**config.mk**
```make
export PLATFORM = sky130hd
export DESIGN_NAME = memory_stage
export DESIGN_NICKNAME = d
export VERILOG_FILES = /design/src/rv_mem_pkg.sv /design/src/amo_alu.sv /design/src/load_align.sv /design/src/reservation_reg.sv /design/src/memory_stage.sv
export VERILOG_INCLUDE_DIRS = /design/src
export SDC_FILE = /design/constraint.sdc
export NUM_CORES = 1
export LEC_CHECK = 0
export BUFFER_PORTS_ARGS = -buffer_cell sky130_fd_sc_hd__clkbuf_2
export CAP_MARGIN = 0
export CORE_ASPECT_RATIO = 0.5
export CORE_MARGIN = 1.5
export CORE_UTILIZATION = 45
export DETAILED_ROUTE_END_ITERATION = 8
export GPL_TIMING_DRIVEN = 0
export PLACE_DENSITY = 0.7
export SLEW_MARGIN = 20
export SYNTH_ARGS = -nofsm -noshare
export SYNTH_HDL_FRONTEND = slang
export SYNTH_SLANG_ARGS = --single-unit
export TNS_END_PERCENT = 1
```
**constraint.sdc**
```tcl
create_clock -name clk -period 5.7 [get_ports clk]
set_clock_uncertainty 0.15 [all_clocks]
set_input_delay 1.14 -clock clk [delete_from_list [all_inputs] [get_ports clk]]
set_output_delay 1.14 -clock clk [all_outputs]
set_load 0.02 [all_outputs]
```
**src/rv_mem_defines.svh**
```systemverilog
`ifndef RV_MEM_DEFINES_SVH
`define RV_MEM_DEFINES_SVH

// datapath width
`define XLEN      32

// byte address width
`define ADDR_W    32

// data RAM depth in 32-bit words
`define RAM_WORDS 256

`endif

```
**src/rv_mem_pkg.sv**
```systemverilog
package rv_mem_pkg;

    typedef enum logic [1:0] {
        MEM_NONE,
        MEM_LOAD,
        MEM_STORE,
        MEM_ATOMIC
    } mem_op_e;

    // A extension sub-ops
    typedef enum logic [3:0] {
        AMO_LR,
        AMO_SC,
        AMO_SWAP,
        AMO_ADD,
        AMO_XOR,
        AMO_AND,
        AMO_OR,
        AMO_MIN,
        AMO_MAX,
        AMO_MINU,
        AMO_MAXU
    } amo_op_e;

    typedef enum logic [1:0] {
        SIZE_B,
        SIZE_H,
        SIZE_W
    } mem_size_e;

    typedef enum logic {
        SGN_SIGNED,
        SGN_UNSIGNED
    } sign_e;

    typedef enum logic {
        ERR_ACCESS,
        ERR_MISALIGN
    } mem_err_e;

    // mcause codes, store covers AMO and SC
    typedef enum logic [3:0] {
        CAUSE_LOAD_MISALIGN  = 4'd4,
        CAUSE_LOAD_ACCESS    = 4'd5,
        CAUSE_STORE_MISALIGN = 4'd6,
        CAUSE_STORE_ACCESS   = 4'd7
    } trap_cause_e;

    typedef enum logic [1:0] {
        ST_IDLE,
        ST_WAIT_READY,
        ST_WAIT_READ,
        ST_WAIT_WRITE
    } stage_state_e;

endpackage

```
**src/amo_alu.sv**
```systemverilog
`include "rv_mem_defines.svh"

module amo_alu (
    input  rv_mem_pkg::amo_op_e amo_op,
    input  logic [`XLEN-1:0]    old_data,
    input  logic [`XLEN-1:0]    rs2_data,
    output logic [`XLEN-1:0]    wdata
);
    import rv_mem_pkg::*;

    logic lt_s;
    logic lt_u;

    assign lt_s = $signed(old_data) < $signed(rs2_data);
    assign lt_u = old_data < rs2_data;

    always_comb begin
        case (amo_op)
            AMO_SWAP, AMO_SC: wdata = rs2_data;
            AMO_ADD:  wdata = old_data + rs2_data;
            AMO_XOR:  wdata = old_data ^ rs2_data;
            AMO_AND:  wdata = old_data & rs2_data;
            AMO_OR:   wdata = old_data | rs2_data;
            AMO_MIN:  wdata = lt_s ? old_data : rs2_data;
            AMO_MAX:  wdata = lt_s ? rs2_data : old_data;
            AMO_MINU: wdata = lt_u ? old_data : rs2_data;
            AMO_MAXU: wdata = lt_u ? rs2_data : old_data;
            default:  wdata = rs2_data; // LR never writes
        endcase
    end

endmodule

```
**src/load_align.sv**
```systemverilog
`include "rv_mem_defines.svh"

module load_align (
    input  rv_mem_pkg::mem_op_e   mem_op,
    input  rv_mem_pkg::amo_op_e   amo_op,
    input  rv_mem_pkg::mem_size_e mem_size,
    input  rv_mem_pkg::sign_e     sign,
    input  logic [1:0]            addr_lo,
    input  logic [`XLEN-1:0]      mem_data,
    input  logic                  sc_ok,
    output logic [`XLEN-1:0]      rdata
);
    import rv_mem_pkg::*;

    logic [`XLEN-1:0] lane;
    logic             sext;

    assign lane = mem_data >> {addr_lo, 3'b000}; // addressed lane to bit 0
    assign sext = (sign == SGN_SIGNED);

    always_comb begin
        rdata = '0;
        case (mem_op)
            MEM_LOAD: begin
                case (mem_size)
                    SIZE_B:  rdata = {{(`XLEN-8){sext & lane[7]}}, lane[7:0]};
                    SIZE_H:  rdata = {{(`XLEN-16){sext & lane[15]}}, lane[15:0]};
                    default: rdata = mem_data;
                endcase
            end
            MEM_ATOMIC: begin
                if (amo_op == AMO_SC)
                    rdata = {{(`XLEN-1){1'b0}}, ~sc_ok}; // 0 on success
                else
                    rdata = mem_data; // LR and AMOs return the old word
            end
            default: rdata = '0;
        endcase
    end

endmodule

```
**src/reservation_reg.sv**
```systemverilog
`include "rv_mem_defines.svh"

module reservation_reg (
    input  logic               clk,
    input  logic               rst_n,
    input  logic               set,
    input  logic [`ADDR_W-1:0] set_addr,
    input  logic               clear,
    input  logic [`ADDR_W-1:0] cmp_addr,
    output logic               match
);

    logic               resv_valid;
    logic [`ADDR_W-3:0] resv_word;

    always_ff @(posedge clk) begin
        if (!rst_n)
            resv_valid <= 1'b0;
        else if (set)
            resv_valid <= 1'b1; // set wins over clear
        else if (clear)
            resv_valid <= 1'b0;
    end

    always_ff @(posedge clk) begin
        if (set)
            resv_word <= set_addr[`ADDR_W-1:2];
    end

    // word granularity
    assign match = resv_valid && (resv_word == cmp_addr[`ADDR_W-1:2]);

endmodule

```
**src/memory_stage.sv**
```systemverilog
`include "rv_mem_defines.svh"

module memory_stage (
    input  logic                    clk,
    input  logic                    rst_n,
    input  logic                    valid,
    input  logic                    is_new,
    input  rv_mem_pkg::mem_op_e     mem_op,
    input  rv_mem_pkg::amo_op_e     amo_op,
    input  rv_mem_pkg::mem_size_e   mem_size,
    input  rv_mem_pkg::sign_e       sign,
    input  logic [`ADDR_W-1:0]      addr,
    input  logic [`XLEN-1:0]        rs2_data,
    output logic                    stall,
    output logic [`XLEN-1:0]        rdata,
    output logic                    trap_valid,
    output rv_mem_pkg::trap_cause_e trap_cause,
    output logic                    req_valid,
    output logic                    req_write,
    output logic [`ADDR_W-1:0]      req_addr,
    output logic [`XLEN-1:0]        req_wdata,
    output rv_mem_pkg::mem_size_e   req_size,
    input  logic                    req_ready,
    input  logic                    resp_valid,
    input  logic [`XLEN-1:0]        resp_rdata,
    input  logic                    resp_error,
    input  rv_mem_pkg::mem_err_e    resp_err_kind
);
    import rv_mem_pkg::*;

    stage_state_e     state;
    logic             done;
    logic             amo_wr;   // AMO in its write phase
    logic             sc_ok;
    logic             err_flag;
    mem_err_e         err_kind;
    logic [`XLEN-1:0] saved_rdata;
    logic [`XLEN-1:0] amo_wdata;
    logic             resv_set;
    logic             resv_match;

    wire op_active = valid && (mem_op != MEM_NONE);
    wire is_atomic = (mem_op == MEM_ATOMIC);
    wire is_lr     = is_atomic && (amo_op == AMO_LR);
    wire is_sc     = is_atomic && (amo_op == AMO_SC);
    wire is_amo    = is_atomic && !is_lr && !is_sc;
    wire is_store  = (mem_op == MEM_STORE) || (is_atomic && !is_lr);
    wire pending   = is_new || !done;
    wire start     = (state == ST_IDLE) && op_active && pending;

    assign stall = op_active && pending;

    assign req_valid = valid && (state == ST_WAIT_READY);
    assign req_write = (mem_op == MEM_STORE) || is_sc || amo_wr;
    assign req_addr  = addr;
    assign req_wdata = is_atomic ? amo_wdata : rs2_data;
    assign req_size  = is_atomic ? SIZE_W : mem_size;

    assign resv_set   = valid && is_lr && (state == ST_WAIT_READ) && resp_valid && !resp_error;
    assign trap_valid = valid && done && !is_new && err_flag;

    always_comb begin
        if (err_kind == ERR_MISALIGN)
            trap_cause = is_store ? CAUSE_STORE_MISALIGN : CAUSE_LOAD_MISALIGN;
        else
            trap_cause = is_store ? CAUSE_STORE_ACCESS : CAUSE_LOAD_ACCESS;
    end

    always_ff @(posedge clk) begin
        if (!rst_n) begin
            state    <= ST_IDLE;
            done     <= 1'b0;
            amo_wr   <= 1'b0;
            sc_ok    <= 1'b0;
            err_flag <= 1'b0;
            err_kind <= ERR_ACCESS;
        end else begin
            if (!valid || is_new)
                done <= 1'b0;
            case (state)
                ST_IDLE: begin
                    if (start) begin
                        amo_wr   <= 1'b0;
                        err_flag <= 1'b0;
                        sc_ok    <= resv_match;
                        if (is_sc && !resv_match)
                            done <= 1'b1; // failed SC, no RAM access
                        else
                            state <= ST_WAIT_READY;
                    end
                end
                ST_WAIT_READY: begin
                    if (!valid)
                        state <= ST_IDLE;
                    else if (req_ready)
                        state <= req_write ? ST_WAIT_WRITE : ST_WAIT_READ;
                end
                ST_WAIT_READ: begin
                    if (resp_valid) begin
                        err_flag <= resp_error;
                        err_kind <= resp_err_kind;
                        if (valid && is_amo && !resp_error) begin
                            state  <= ST_WAIT_READY; // reissue as store
                            amo_wr <= 1'b1;
                        end else begin
                            state <= ST_IDLE;
                            done  <= valid;
                        end
                    end
                end
                default: begin
                    if (resp_valid) begin
                        err_flag <= resp_error;
                        err_kind <= resp_err_kind;
                        state    <= ST_IDLE;
                        amo_wr   <= 1'b0;
                        done     <= valid;
                    end
                end
            endcase
        end
    end

    always_ff @(posedge clk) begin
        if (state == ST_WAIT_READ && resp_valid)
            saved_rdata <= resp_rdata;
    end

    reservation_reg reservation_reg_inst (
        .clk      (clk),
        .rst_n    (rst_n),
        .set      (resv_set),
        .set_addr (addr),
        .clear    (start && is_sc),
        .cmp_addr (addr),
        .match    (resv_match)
    );

    amo_alu amo_alu_inst (
        .amo_op   (amo_op),
        .old_data (saved_rdata),
        .rs2_data (rs2_data),
        .wdata    (amo_wdata)
    );

    load_align load_align_inst (
        .mem_op   (mem_op),
        .amo_op   (amo_op),
        .mem_size (mem_size),
        .sign     (sign),
        .addr_lo  (addr[1:0]),
        .mem_data (saved_rdata),
        .sc_ok    (sc_ok),
        .rdata    (rdata)
    );

endmodule

```
==> key figures, run 1 <==
Run status
  – Outcome: finished with violations
  – Failing checks: setup timing

GRT
  – Largest net degree at the start of global routing: 32
  – First-pass GRT wire length: 49.4 mm
  – Vias in the first global route: 8,796
  – GRT overflow: 0
  – Initial antenna violation count: 0
  – GRT Util Overall: 0.327

Setup path
  – RR Endpoint: reservation_reg_inst.resv_word[18]
  – Critical path peak fanout: 6
  – Critical path data arrival time: around 4.4 ns
  – Crit path required time: around 4.4 ns
  – Critical setup path kind: in2out
  – Setup slack, reg-to-reg: 2.94 ns
  – RR Startpoint: state[1]
  – Critical Path End Type: output pin
  – R2R depth: 5
  – Crit start category: input pin

Min path
  – HP Class: reg2reg
  – Worst hold stages: 2
  – Hold path endpoint: err_kind
  – HP Start: err_kind

Die
  – IO Pins: 219
  – Row count: 35
  – Die width: 198 microns
  – Die height: 101 microns
  – Die ar.: 19,900 sq um
  – Starting density of the core: 0.462
  – Core area: between 15,000 and 20,000 sq um

Cells and area
  – Commonest cells after routing, fill and taps aside: clkbuf_2, nand2_1, a21oi_1
  – Register area: 2020 sq um
  – Nets: 1,567
  – Post-Route Utilization: 0.602
  – Ant. Diodes: 0
  – Ratio of cells with drive above 1 in the final layout: 0.298
  – Fillers: between 1,500 and 2,000
  – Layout area overhead: 30.3%
  – Commonest non-fill, non-tap cell in the layout: clkbuf_2
  – Footprint of the multi-input gates: ~6000 sq um

Logic synthesis
  – Seq/Total Area, Yosys: 0.236
  – Synth warn: 0
  – Ys flop type: edfxtp_1
  – Yosys reg bits: 70
  – Gate count after technology mapping: 1,103
  – Most area-consuming cells after synthesis: edfxtp_1, ha_1, o21ai_0, a21oi_1, nand2_1
  – Synthesized Nets: 1,313
  – Yosys cell types: 79
  – Mapped Area: 8570 sq um
  – Mapped Avg Cell Area: 7.77 sq um
  – Area leader, netlist: edfxtp_1
  – Async SR Flop Fraction: 0
  – Area share of the largest cell type after synthesis: 0.217
  – Post-synth EDFFs: 62

Drt
  – Vias per cell: 5.90
  – WL per Instance: just over 20 microns
  – DR iter-0 viols: between 800 and 900
  – Overall routed net length: between 30 and 40 mm
  – Final ANT Viol Nets: 0
  – Drt pass-1 iters: 7
  – Via count: 9,560
  – Drt drc: 0

Clock network
  – Hold bufs inserted after CTS: 0
  – CTS tree: done
  – CTS max path bufs: 2
  – TritonCTS buffer count: 9
  – Clk_lat worst skew: 0.33 ns
  – Clock sink total: 70
  – Root buffer selected by CTS: clkbuf_16
  – Clock-pin slew on the worst setup and hold paths: ~0.060 ns
  – H-tree depth: 3

Power and ir drop
  – Power Density: around 170 nW/um^2
  – Combinational fraction of design power: 0.371
  – Internal power: 1.21 mW
  – Clock group share of total power: 0.318
  – Maximum vdd ir drop: 0.000154 V
  – Flop pwr share: 0.311
  – Switching pwr: 631 uW
  – Switching Fraction: 0.342
  – P_leak: 4.92 nW

STA
  – Hold slack: 0.325 ns
  – Tcrit/Tclk final: 1.00
  – Setup TNS: -0.00287 ns
  – Max Freq: 175 MHz
  – Count of final max-slew check failures: 0
  – Min Clock Period, post-route: 5.70 ns
  – Final setup viols: 1
  – Min setup slack post-route: -0.00287 ns
  – Max transition margin: 0.399
  – Unrepaired setup endpoints after global routing: yes
  – Worst-Margin Slew: 0.901 ns
  – Final hold vios: 0

Placed design
  – Detail Placement HPWL: 25.3 mm
  – Final GP Congestion: slightly below 1
  – Count of buffers from port buffering: 212

Job
  – Max Cap Viol: 0
## power by group through the flow
stage / clock (mW) / combinational [mW] / sequential (mW)
2_1_floorplan: 0 / 0.389 / 0.579
5_1_grt: 0.621 / 0.733 / 0.573
3_5_place_dp: 0 / 0.593 / 0.583
4_1_cts: 0.596 / 0.632 / 0.572
6_report: 0.587 / 0.684 / 0.573
3_3_place_gp: 0 / 0.582 / 0.583
## flip-flops by register name, summed over array words and instances (netlist names)
name and flops:
sc_ok 1, done 1, err_flag 1, reservation_reg_inst.resv_word 30, amo_wr 1, state 2
reservation_reg_inst.resv_valid 1, saved_rdata 32, err_kind 1
## worst max-delay path: stages
cell      delay [ns]
clkbuf_2        0.15
inv_1           0.10
ha_2            0.35
or4_4           0.54
nor2_4          0.13
o41ai_4         0.11
o211ai_4        0.22
buf_12          0.17
xor2_4          0.18
nor2_4          0.08
or4_4           0.55
buf_12          0.17
a221oi_2        0.23
o21ai_1         0.10
buf_4           0.16
## metal layers
metal / part of all wire / vias up / global-route usage
met2: 0.44 / 578 / 0.511
li1: - / 4394 / -
met4: 0.031 / 0 / 0.107
met1: 0.41 / 4496 / 0.441
met5: 0 / - / 0
met3: 0.12 / 92 / 0.0826
## Yosys cell counts, drive strengths merged, types with 3 or more instances
cell and number:
a211oi 22, a21boi 6, a21o 12, a21oi 105
a221o 5, a221oi 20, a222oi 6, a22oi 6
a31o 3, a31oi 6, and2 5, and3 5
buf 57, clkbuf 46, dfxtp 8, edfxtp 62
ha 96, inv 81, mux2i 8, nand2 138
nand2b 10, nand3 19, nand4 11, nor2 77
nor2b 15, nor3 13, nor3b 4, nor4 8
o211ai 3, o21a 16, o21ai 114, o21bai 5
o22ai 9, o31ai 6, o32ai 3, or2 4
or3 4, or4 3, xnor2 52, xor2 4
## worst max-delay path by stage
| stage | startpoint | to | depth (start not counted) |
|---|---|---|---|
| after global placement | rs2_data[18] | req_wdata[10] | 17 |
| after detailed placement | rs2_data[18] | req_wdata[10] | 17 |
| after global routing | rs2_data[24] | req_wdata[28] | 17 |
| after CTS | rs2_data[24] | req_wdata[19] | 17 |
| after floorplan | rs2_data[0] | req_wdata[30] | 12 |
| final | rs2_data[14] | req_wdata[28] | 15 |
## cell families (layout without fill, tap and decap cells)
kind of cell,after synthesis,count (layout),synth area share
compound gates,364,364,0.269
simple gates,320,320,0.177
buf+inv,184,443,0.102
fa+ha+maj,97,97,0.143
flops,70,70,0.236
xor+xnor,56,56,0.0616
mux,10,10,0.0120
other cells,2,2,0.000877
## repair_timing
action	in CTS	in global routing
setup buffers	12	25
pin swaps	21	28
gates cloned	0	0
endpoints found under the setup margin	31	31
resized for setup	69	94
## layout make-up
| cell class | count | share of cell area |
|---|---|---|
| plain buffers | 96 | 0.0565 |
| clock buffers | 9 | 0.0202 |
| clock inverters | 7 | 0.00796 |
| inverters | 81 | 0.0277 |
| multi-input cells | 849 | 0.549 |
| flip-flops and latches | 70 | 0.181 |
| well taps | 259 | 0.0290 |
| repair buffers | 250 | 0.128 |
## per-stage QoR
stage	instance area (sq um)	instances	power [mW]	worst slack (ns)
2_1_floorplan	8570	1103	0.967	0.238
3_3_place_gp	9950	1574	1.17	-0.682
3_5_place_dp	9990	1575	1.18	-0.683
4_1_cts	10700	1600	1.80	-0.0138
5_1_grt	11200	1621	1.93	-0.0949
6_report	11200	1621	1.84	-0.00287
(Power assumes the default switching activity.)
==> run 2: changes to the inputs <==
--- a/config.mk
+++ b/config.mk
@@ -18,4 +18,3 @@
 export SYNTH_ARGS = -nofsm -noshare
 export SYNTH_HDL_FRONTEND = slang
 export SYNTH_SLANG_ARGS = --single-unit
-export TNS_END_PERCENT = 1
==> run 2 against run 1 <==
Compared with the run above:
- wire length rose by 1.0%
- sequential cell count did not move
- fmax fell by 0.50%
- power rose by 1.0%
- first-iteration DRC count rose by 25%
- largest cell class unchanged
- non-clock buffer count rose by 16
- combinational power rose by 3%
- via count rose by 0.91%
- the flow still finishes with violations (setup timing)
- critical path depth rose by 3
- largest power group unchanged
- die area did not move
- highest routed layer unchanged
- cell count rose by 0.99%
==> key figures, run 2 (synthesized netlist as in run 1, its figures left out) <==
Drt
  – DR iter-0 viols: 1,014 (+25%)
  – Top Layer Used: met4
  – WL per Instance: 20.7 microns (about the same)
  – Vias per cell: 5.89 (about the same)
  – Met2 WL: 14.8 mm (+1.4%)
  – Overall routed net length: 33.9 mm (+1.0%)
  – Final ANT Viol Nets: 0 (unchanged)
  – Drt drc: 0 (unchanged)
  – Via count: 9,647 (+0.91%)
  – Metal3 WL: 4.09 mm (+1.6%)
  – Met1 wire length: 14.0 mm (+1.0%)
  – Drt pass-1 iters: 6 (-1)

Cells and area
  – Ant. Diodes: 0 (unchanged)
  – Commonest non-fill, non-tap cell in the layout: clkbuf_2
  – Nets: 1,583 (+1.0%)
  – Post-Route Utilization: 0.617 (+0.0146)
  – Ratio of cells with drive above 1 in the final layout: 0.316 (+0.0183)
  – Commonest cells after routing, fill and taps aside: clkbuf_2, nand2_1, o21ai_0
  – Largest register FFs: 32 (unchanged)
  – Fillers: 1,699 (-0.93%)
  – Top reg by flops: saved_rdata
  – Largest registers: saved_rdata: 32 flops, reservation_reg_inst.resv_word: 30 flops, state: 2 flops
  – Layout area overhead: 33.4%

STA
  – Max transition margin: 0.391 (-0.00843)
  – Min setup slack post-route: -0.0313 ns (-0.0285 ns)
  – Min Clock Period, post-route: 5.73 ns (+0.0285 ns)
  – Count of final max-slew check failures: 0 (unchanged)
  – Worst-Margin Slew: 0.907 ns (+0.00567 ns)
  – Max Freq: 174 MHz (-0.50%)
  – Final hold vios: 0 (unchanged)
  – Final setup viols: 1 (unchanged)
  – Tcrit/Tclk final: 1.01 (+0.00499)
  – Unrepaired setup endpoints after global routing: yes

Clock network
  – CTS max path bufs: 2 (unchanged)
  – Root buffer selected by CTS: clkbuf_16
  – Clock sink total: 70 (unchanged)
  – CTS tree: done
  – TritonCTS buffer count: 9 (unchanged)
  – Clock-pin slew on the worst setup and hold paths: 0.06 ns (about the same)
  – Clk_lat worst skew: 0.33 ns (about the same)
  – H-tree depth: 3 (unchanged)
  – Hold bufs inserted after CTS: 0 (unchanged)

Placed design
  – Pre-CTS WS: -0.683 ns (unchanged)
  – Final GP Congestion: 0.976 (unchanged)
  – Count of buffers from port buffering: 212 (unchanged)
  – Detail Placement HPWL: 25.3 mm (unchanged)

Setup path
  – Cell family with most CP delay: simple AND/OR/NAND/NOR gates
  – RR Startpoint: state[1]
  – Critical path peak fanout: 6 (unchanged)
  – Crit path cell chain: buf_8 -> inv_6 -> ha_4 -> buf_6 -> nor4_4 -> buf_4 -> nand3_1 -> a21oi_1 -> nor4_4 -> o211ai_4 -> buf_12 -> xor2_4 -> nor2_4 -> or4_4 -> buf_12 -> a21oi_1 -> o311ai_1 -> buf_4
  – RR Endpoint: reservation_reg_inst.resv_word[0]
  – Max stage delay on crit path: 0.55 ns (about the same)
  – Sum of buffers and inverters on the critical path: 7 (+2)
  – Critical setup path kind: in2out
  – Crit start category: input pin
  – Crit path required time: 4.41 ns (about the same)
  – Critical Path End Type: output pin
  – Setup slack, reg-to-reg: 2.94 ns (about the same)
  – Critical path data arrival time: 4.44 ns (+0.03 ns)
  – R2R depth: 5 (unchanged)
  – Critical path's slowest cell: or4_4

Power and ir drop
  – Combinational fraction of design power: 0.378 (+0.007)
  – Flop pwr share: 0.307 (-0.004)
  – Maximum vdd ir drop: 0.000155 V (+0.19%)
  – Power Density: 163 nW/um^2 (-1.4%)
  – Clock group share of total power: 0.315 (-0.003)
  – Switching pwr: 636 uW (+0.92%)
  – Switching Fraction: 0.342 (-0.000353)
  – Internal power: 1.23 mW (+1.1%)
  – P_leak: 5.01 nW (+1.7%)

Die
  – IO Pins: 219 (unchanged)
  – Die height: 101 microns (unchanged)
  – Die ar.: 19,900 sq um (unchanged)
  – Starting density of the core: 0.462 (unchanged)
  – Die width: 198 microns (unchanged)
  – Row count: 35 (unchanged)
  – Core area: 18,500 sq um (unchanged)

GRT
  – GRT overflow: 0 (unchanged)
  – Vias in the first global route: 8,815 (+0.22%)
  – Largest net degree at the start of global routing: 32 (unchanged)
  – GRT Util Overall: 0.327 (+0.000734)
  – First-pass GRT wire length: 49.5 mm (+0.13%)
  – Initial antenna violation count: 0 (unchanged)

Run status
  – Failing checks: setup timing
  – Outcome: finished with violations

Min path
  – Worst hold stages: 2 (unchanged)
  – HP Class: reg2reg
  – HP Start: err_kind
  – Hold path endpoint: err_kind

Job
  – Max Cap Viol: 0 (unchanged)
==> run 2: changes by cell type in the layout (fill, tap and decap cells not counted), sizes merged <==
cell    change
buf        +11
clkbuf      +5
==> run 2: power groups by stage <==
stage | logic (mW) | clock network (mW) | registers (mW)
floorplan | 0.389 | 0 | 0.579
global placement | 0.582 | 0 | 0.583
detailed placement | 0.593 | 0 | 0.583
CTS | 0.634 | 0.596 | 0.572
global route | 0.752 | 0.621 | 0.573
finish | 0.704 | 0.586 | 0.573
==> run 2: worst max path at each step <==
| stage | from | to | slack (ns) | cells past startpoint |
|---|---|---|---|---|
| 3_3_place_gp | rs2_data[18] | req_wdata[10] | -0.68 | 17 |
| 2_1_floorplan | rs2_data[0] | req_wdata[30] | 0.24 | 12 |
| 3_5_place_dp | rs2_data[18] | req_wdata[10] | -0.68 | 17 |
| 6_report | rs2_data[29] | req_wdata[30] | -0.03 | 18 |
| 4_1_cts | rs2_data[17] | req_wdata[28] | 0.003 | 15 |
| 5_1_grt | rs2_data[25] | req_wdata[30] | -0.10 | 17 |
==> run 2: area by class of cell <==
cell class	count	area, sq um	area share
repair buffers	268	1600	0.140
well taps	259	324	0.0283
multi-input cells	849	6230	0.545
clock buffers	9	225	0.0197
inverters	81	332	0.0290
clock inverters	7	88.8	0.00777
flip-flops and latches	70	2020	0.177
plain buffers	94	609	0.0533
==> run 2: worst min-delay path, delay by kind of cell (launching register included) <==
kind            cells  cell delay (ns)
flops               1             0.31
compound gates      1             0.07
simple gates        1             0.05
==> run 2: through the flow <==
step | total power [mW] | cells | hold WS (ns) | cell area [sq um] | setup TNS, ns
2_1_floorplan | 0.967 | 1103 | 0.293 | 8570 | 0
3_3_place_gp | 1.17 | 1574 | 0.310 | 9950 | -15.44
3_5_place_dp | 1.18 | 1575 | 0.319 | 9990 | -15.11
4_1_cts | 1.80 | 1604 | 0.327 | 10700 | 0
5_1_grt | 1.95 | 1637 | 0.371 | 11400 | -0.285
6_report | 1.86 | 1637 | 0.325 | 11400 | -0.0313
==> run 2: repair_timing <==
item | in CTS | in global routing
hold endpoints to repair | 0 | 0
buffers inserted | 16 | 39
setup endpoints to repair | 31 | 30
resized for setup | 70 | 124
pin swaps | 21 | 47
==> run 2: layer usage <==
metal	vias up	global-route usage
met5	-	0
met4	0	0.109
met3	88	0.0830
met2	578	0.511
met1	4547	0.442
li1	4434	-
==> run 3: changes to the inputs <==
--- a/config.mk
+++ b/config.mk
@@ -11,9 +11,11 @@
 export CORE_ASPECT_RATIO = 0.5
 export CORE_MARGIN = 1.5
 export CORE_UTILIZATION = 45
+export CTS_CLUSTER_SIZE = 24
 export DETAILED_ROUTE_END_ITERATION = 8
 export GPL_TIMING_DRIVEN = 0
 export PLACE_DENSITY = 0.7
+export SETUP_SLACK_MARGIN = 0.05
 export SLEW_MARGIN = 20
 export SYNTH_ARGS = -nofsm -noshare
 export SYNTH_HDL_FRONTEND = slang
==> run 3 against run 2 <==
Compared with the run above:
- the run now ends clean
- register-to-register slack about the same
- hold slack about the same
- first-iteration DRC count down 4.3%
- critical path depth down 4
- sequential share of layout area down 0.14 points
- sequential power about the same
- via count down 0.83%
- cell count down 0.12%
- power up 0.45%
- wire length down 0.37%
- critical path type unchanged
- critical endpoint is now req_wdata[22]
- largest power group unchanged
- highest routed layer unchanged
==> key figures, run 3 (synthesized netlist as in run 1, its figures left out) <==
Power and ir drop
  – Internal power: 1.23 mW (+0.42%)
  – Clock group share of total power: 0.314 (about the same)
  – Switching Fraction: 0.342 (about the same)
  – P_leak: 5.02 nW (+0.17%)
  – Maximum vdd ir drop: 0.000155 V (+0.14%)
  – Combinational fraction of design power: 0.380 (+0.002)
  – Tot Pwr: 1.87 mW (+0.45%)
  – Power Density: 162 nW/um^2 (-0.35%)
  – Flop pwr share: 0.306 (about the same)
  – Switching pwr: 640 uW (+0.52%)

STA
  – Max Freq: 176 MHz (+0.95%)
  – Final hold vios: 0 (unchanged)
  – Tcrit/Tclk final: 0.996 (-0.00945)
  – Setup TNS: 0 ns (+0.0313 ns)
  – Final setup viols: 0 (-1)
  – Count of final max-slew check failures: 0 (unchanged)
  – Hold slack: 0.325 ns (-0.000444 ns)
  – Min Clock Period, post-route: 5.68 ns (-0.0539 ns)
  – Max transition margin: 0.421 (+0.0299)
  – Unrepaired setup endpoints after global routing: yes
  – Worst-Margin Slew: 0.862 ns (-0.0445 ns)

Die
  – Die ar.: 19,900 sq um (unchanged)
  – Die height: 101 microns (unchanged)
  – IO Pins: 219 (unchanged)
  – Starting density of the core: 0.462 (unchanged)
  – Row count: 35 (unchanged)
  – Die width: 198 microns (unchanged)
  – Core area: 18,500 sq um (unchanged)

GRT
  – Vias in the first global route: 8,892 (+0.87%)
  – First-pass GRT wire length: 49.7 mm (+0.49%)
  – GRT overflow: 0 (unchanged)
  – GRT Util Overall: 0.329 (+0.00176)
  – Largest net degree at the start of global routing: 32 (unchanged)
  – Initial antenna violation count: 0 (unchanged)

Drt
  – Via count: 9,567 (-0.83%)
  – Overall routed net length: 33.7 mm (-0.37%)
  – DR iter-0 viols: 970 (-4.3%)
  – Vias per cell: 5.85 (-0.71%)
  – Final ANT Viol Nets: 0 (unchanged)
  – WL per Instance: 20.6 microns (-0.25%)
  – Drt drc: 0 (unchanged)
  – Drt pass-1 iters: 7 (+1)

Clock network
  – CTS max path bufs: 2 (unchanged)
  – Clk_lat worst skew: 0.33 ns (about the same)
  – CTS tree: done
  – Clock sink total: 70 (unchanged)
  – H-tree depth: 3 (unchanged)
  – Root buffer selected by CTS: clkbuf_16
  – TritonCTS buffer count: 9 (unchanged)
  – Clock-pin slew on the worst setup and hold paths: 0.06 ns (about the same)

Cells and area
  – Largest registers: saved_rdata: 32 flops, reservation_reg_inst.resv_word: 30 flops, state: 2 flops
  – Register area: 2020 sq um (unchanged)
  – Top reg by flops: saved_rdata
  – Finished Cell Area: 11,500 sq um (+0.80%)
  – Nets: 1,581 (-0.13%)
  – Ant. Diodes: 0 (unchanged)
  – Post-Route Utilization: 0.622 (+0.00493)
  – Commonest non-fill, non-tap cell in the layout: clkbuf_2
  – Ratio of cells with drive above 1 in the final layout: 0.323 (+0.00700)
  – Commonest cells after routing, fill and taps aside: clkbuf_2, nand2_1, o21ai_0
  – Largest register FFs: 32 (unchanged)
  – Fillers: 1,693 (-0.35%)
  – Footprint of the multi-input gates: 6280 sq um (+0.88%)
  – Layout area overhead: 34.5%

Setup path
  – Critical path peak fanout: 3 (-3)
  – Critical path data arrival time: 4.39 ns (-0.05 ns)
  – Crit. Startpoint: rs2_data[0]
  – Crit start category: input pin
  – Crit path required time: 4.41 ns (about the same)
  – Critical setup path kind: in2out
  – RR Startpoint: state[1]
  – Critical Path End Type: output pin

Placed design
  – Detail Placement HPWL: 25.3 mm (unchanged)
  – Final GP Congestion: 0.976 (unchanged)
  – Placed cell area: 9990 sq um (unchanged)
  – Count of buffers from port buffering: 212 (unchanged)

Min path
  – HP Class: reg2reg
  – HP Start: err_kind

Run status
  – Outcome: completed

Job
  – Max Cap Viol: 0 (unchanged)
run 3: cell count changes in the layout (fill, tap and decap cells not counted), moves of 2 or more:
cell      delta
buf_12       +2
buf_6        -3
clkbuf_8     +2
buf_2        -2
a21oi_2      +2
nor2_1       -2
clkbuf_2     -2
inv_1        -4
inv_4        -3
inv_2        +4
inv_6        +2
nor2_2       +3
a21oi_1      -2
run 3: area by class of cell:
| class | instances | share of cell area |
|---|---|---|
| buffer | 92 | 0.0517 |
| clock buffer | 9 | 0.0195 |
| clock inverter | 7 | 0.00771 |
| inverter | 81 | 0.0294 |
| multi-input combinational | 849 | 0.545 |
| sequential | 70 | 0.175 |
| tap | 259 | 0.0281 |
| timing repair buffer | 268 | 0.143 |
run 3: critical path, stage by stage:
cell and delay [ns]:
buf_12 0.11, ha_4 0.16, fa_2 0.39, a21o_1 0.21
and4_4 0.16, o31ai_4 0.31, nand4b_1 0.24, a211oi_4 0.41
o21bai_2 0.17, mux2i_1 0.18, a2111oi_4 0.36, a21oi_1 0.17
a2bb2oi_2 0.20, clkbuf_2 0.18
run 3: stage by stage:
step	setup WS (ns)	cells
5_1_grt	-0.00196	1635
3_3_place_gp	-0.682	1574
4_1_cts	0.0352	1614
2_1_floorplan	0.238	1103
3_5_place_dp	-0.683	1575
6_report	0.0225	1635
run 3: power groups by stage:
stage / clock network [mW] / logic, mW / registers, mW
2_1_floorplan: 0 / 0.389 / 0.579
3_3_place_gp: 0 / 0.582 / 0.583
3_5_place_dp: 0 / 0.593 / 0.583
4_1_cts: 0.596 / 0.651 / 0.572
5_1_grt: 0.621 / 0.760 / 0.573
6_report: 0.588 / 0.710 / 0.573
run 3: per-layer routing:
layer / GRT usage / vias up / part of all wire
li1: - / 4425 / -
met1: 0.439 / 4501 / 0.41
met2: 0.514 / 554 / 0.44
met3: 0.0927 / 87 / 0.12
met4: 0.110 / 0 / 0.029
met5: 0 / - / 0
run 3: final timing paths:
| path | to | slack [ns] | cells past startpoint |
|---|---|---|---|
| worst max-delay path | req_wdata[22] | 0.02 | 14 |
| worst min-delay path | err_kind | 0.32 | 2 |
| worst max register to register | reservation_reg_inst.resv_word[18] | 2.94 | 5 |
| worst min register to register | err_kind | 0.32 | 2 |
run 3: timing repair:
action / in CTS / in global routing
setup buffers: 29 / 26
pin swaps: 32 / 45
gates resized for setup: 97 / 120
hold buffers: 0 / 0
setup endpoints to repair: 32 / 30
hold endpoints to repair: 0 / 0
cloned: 0 / 0
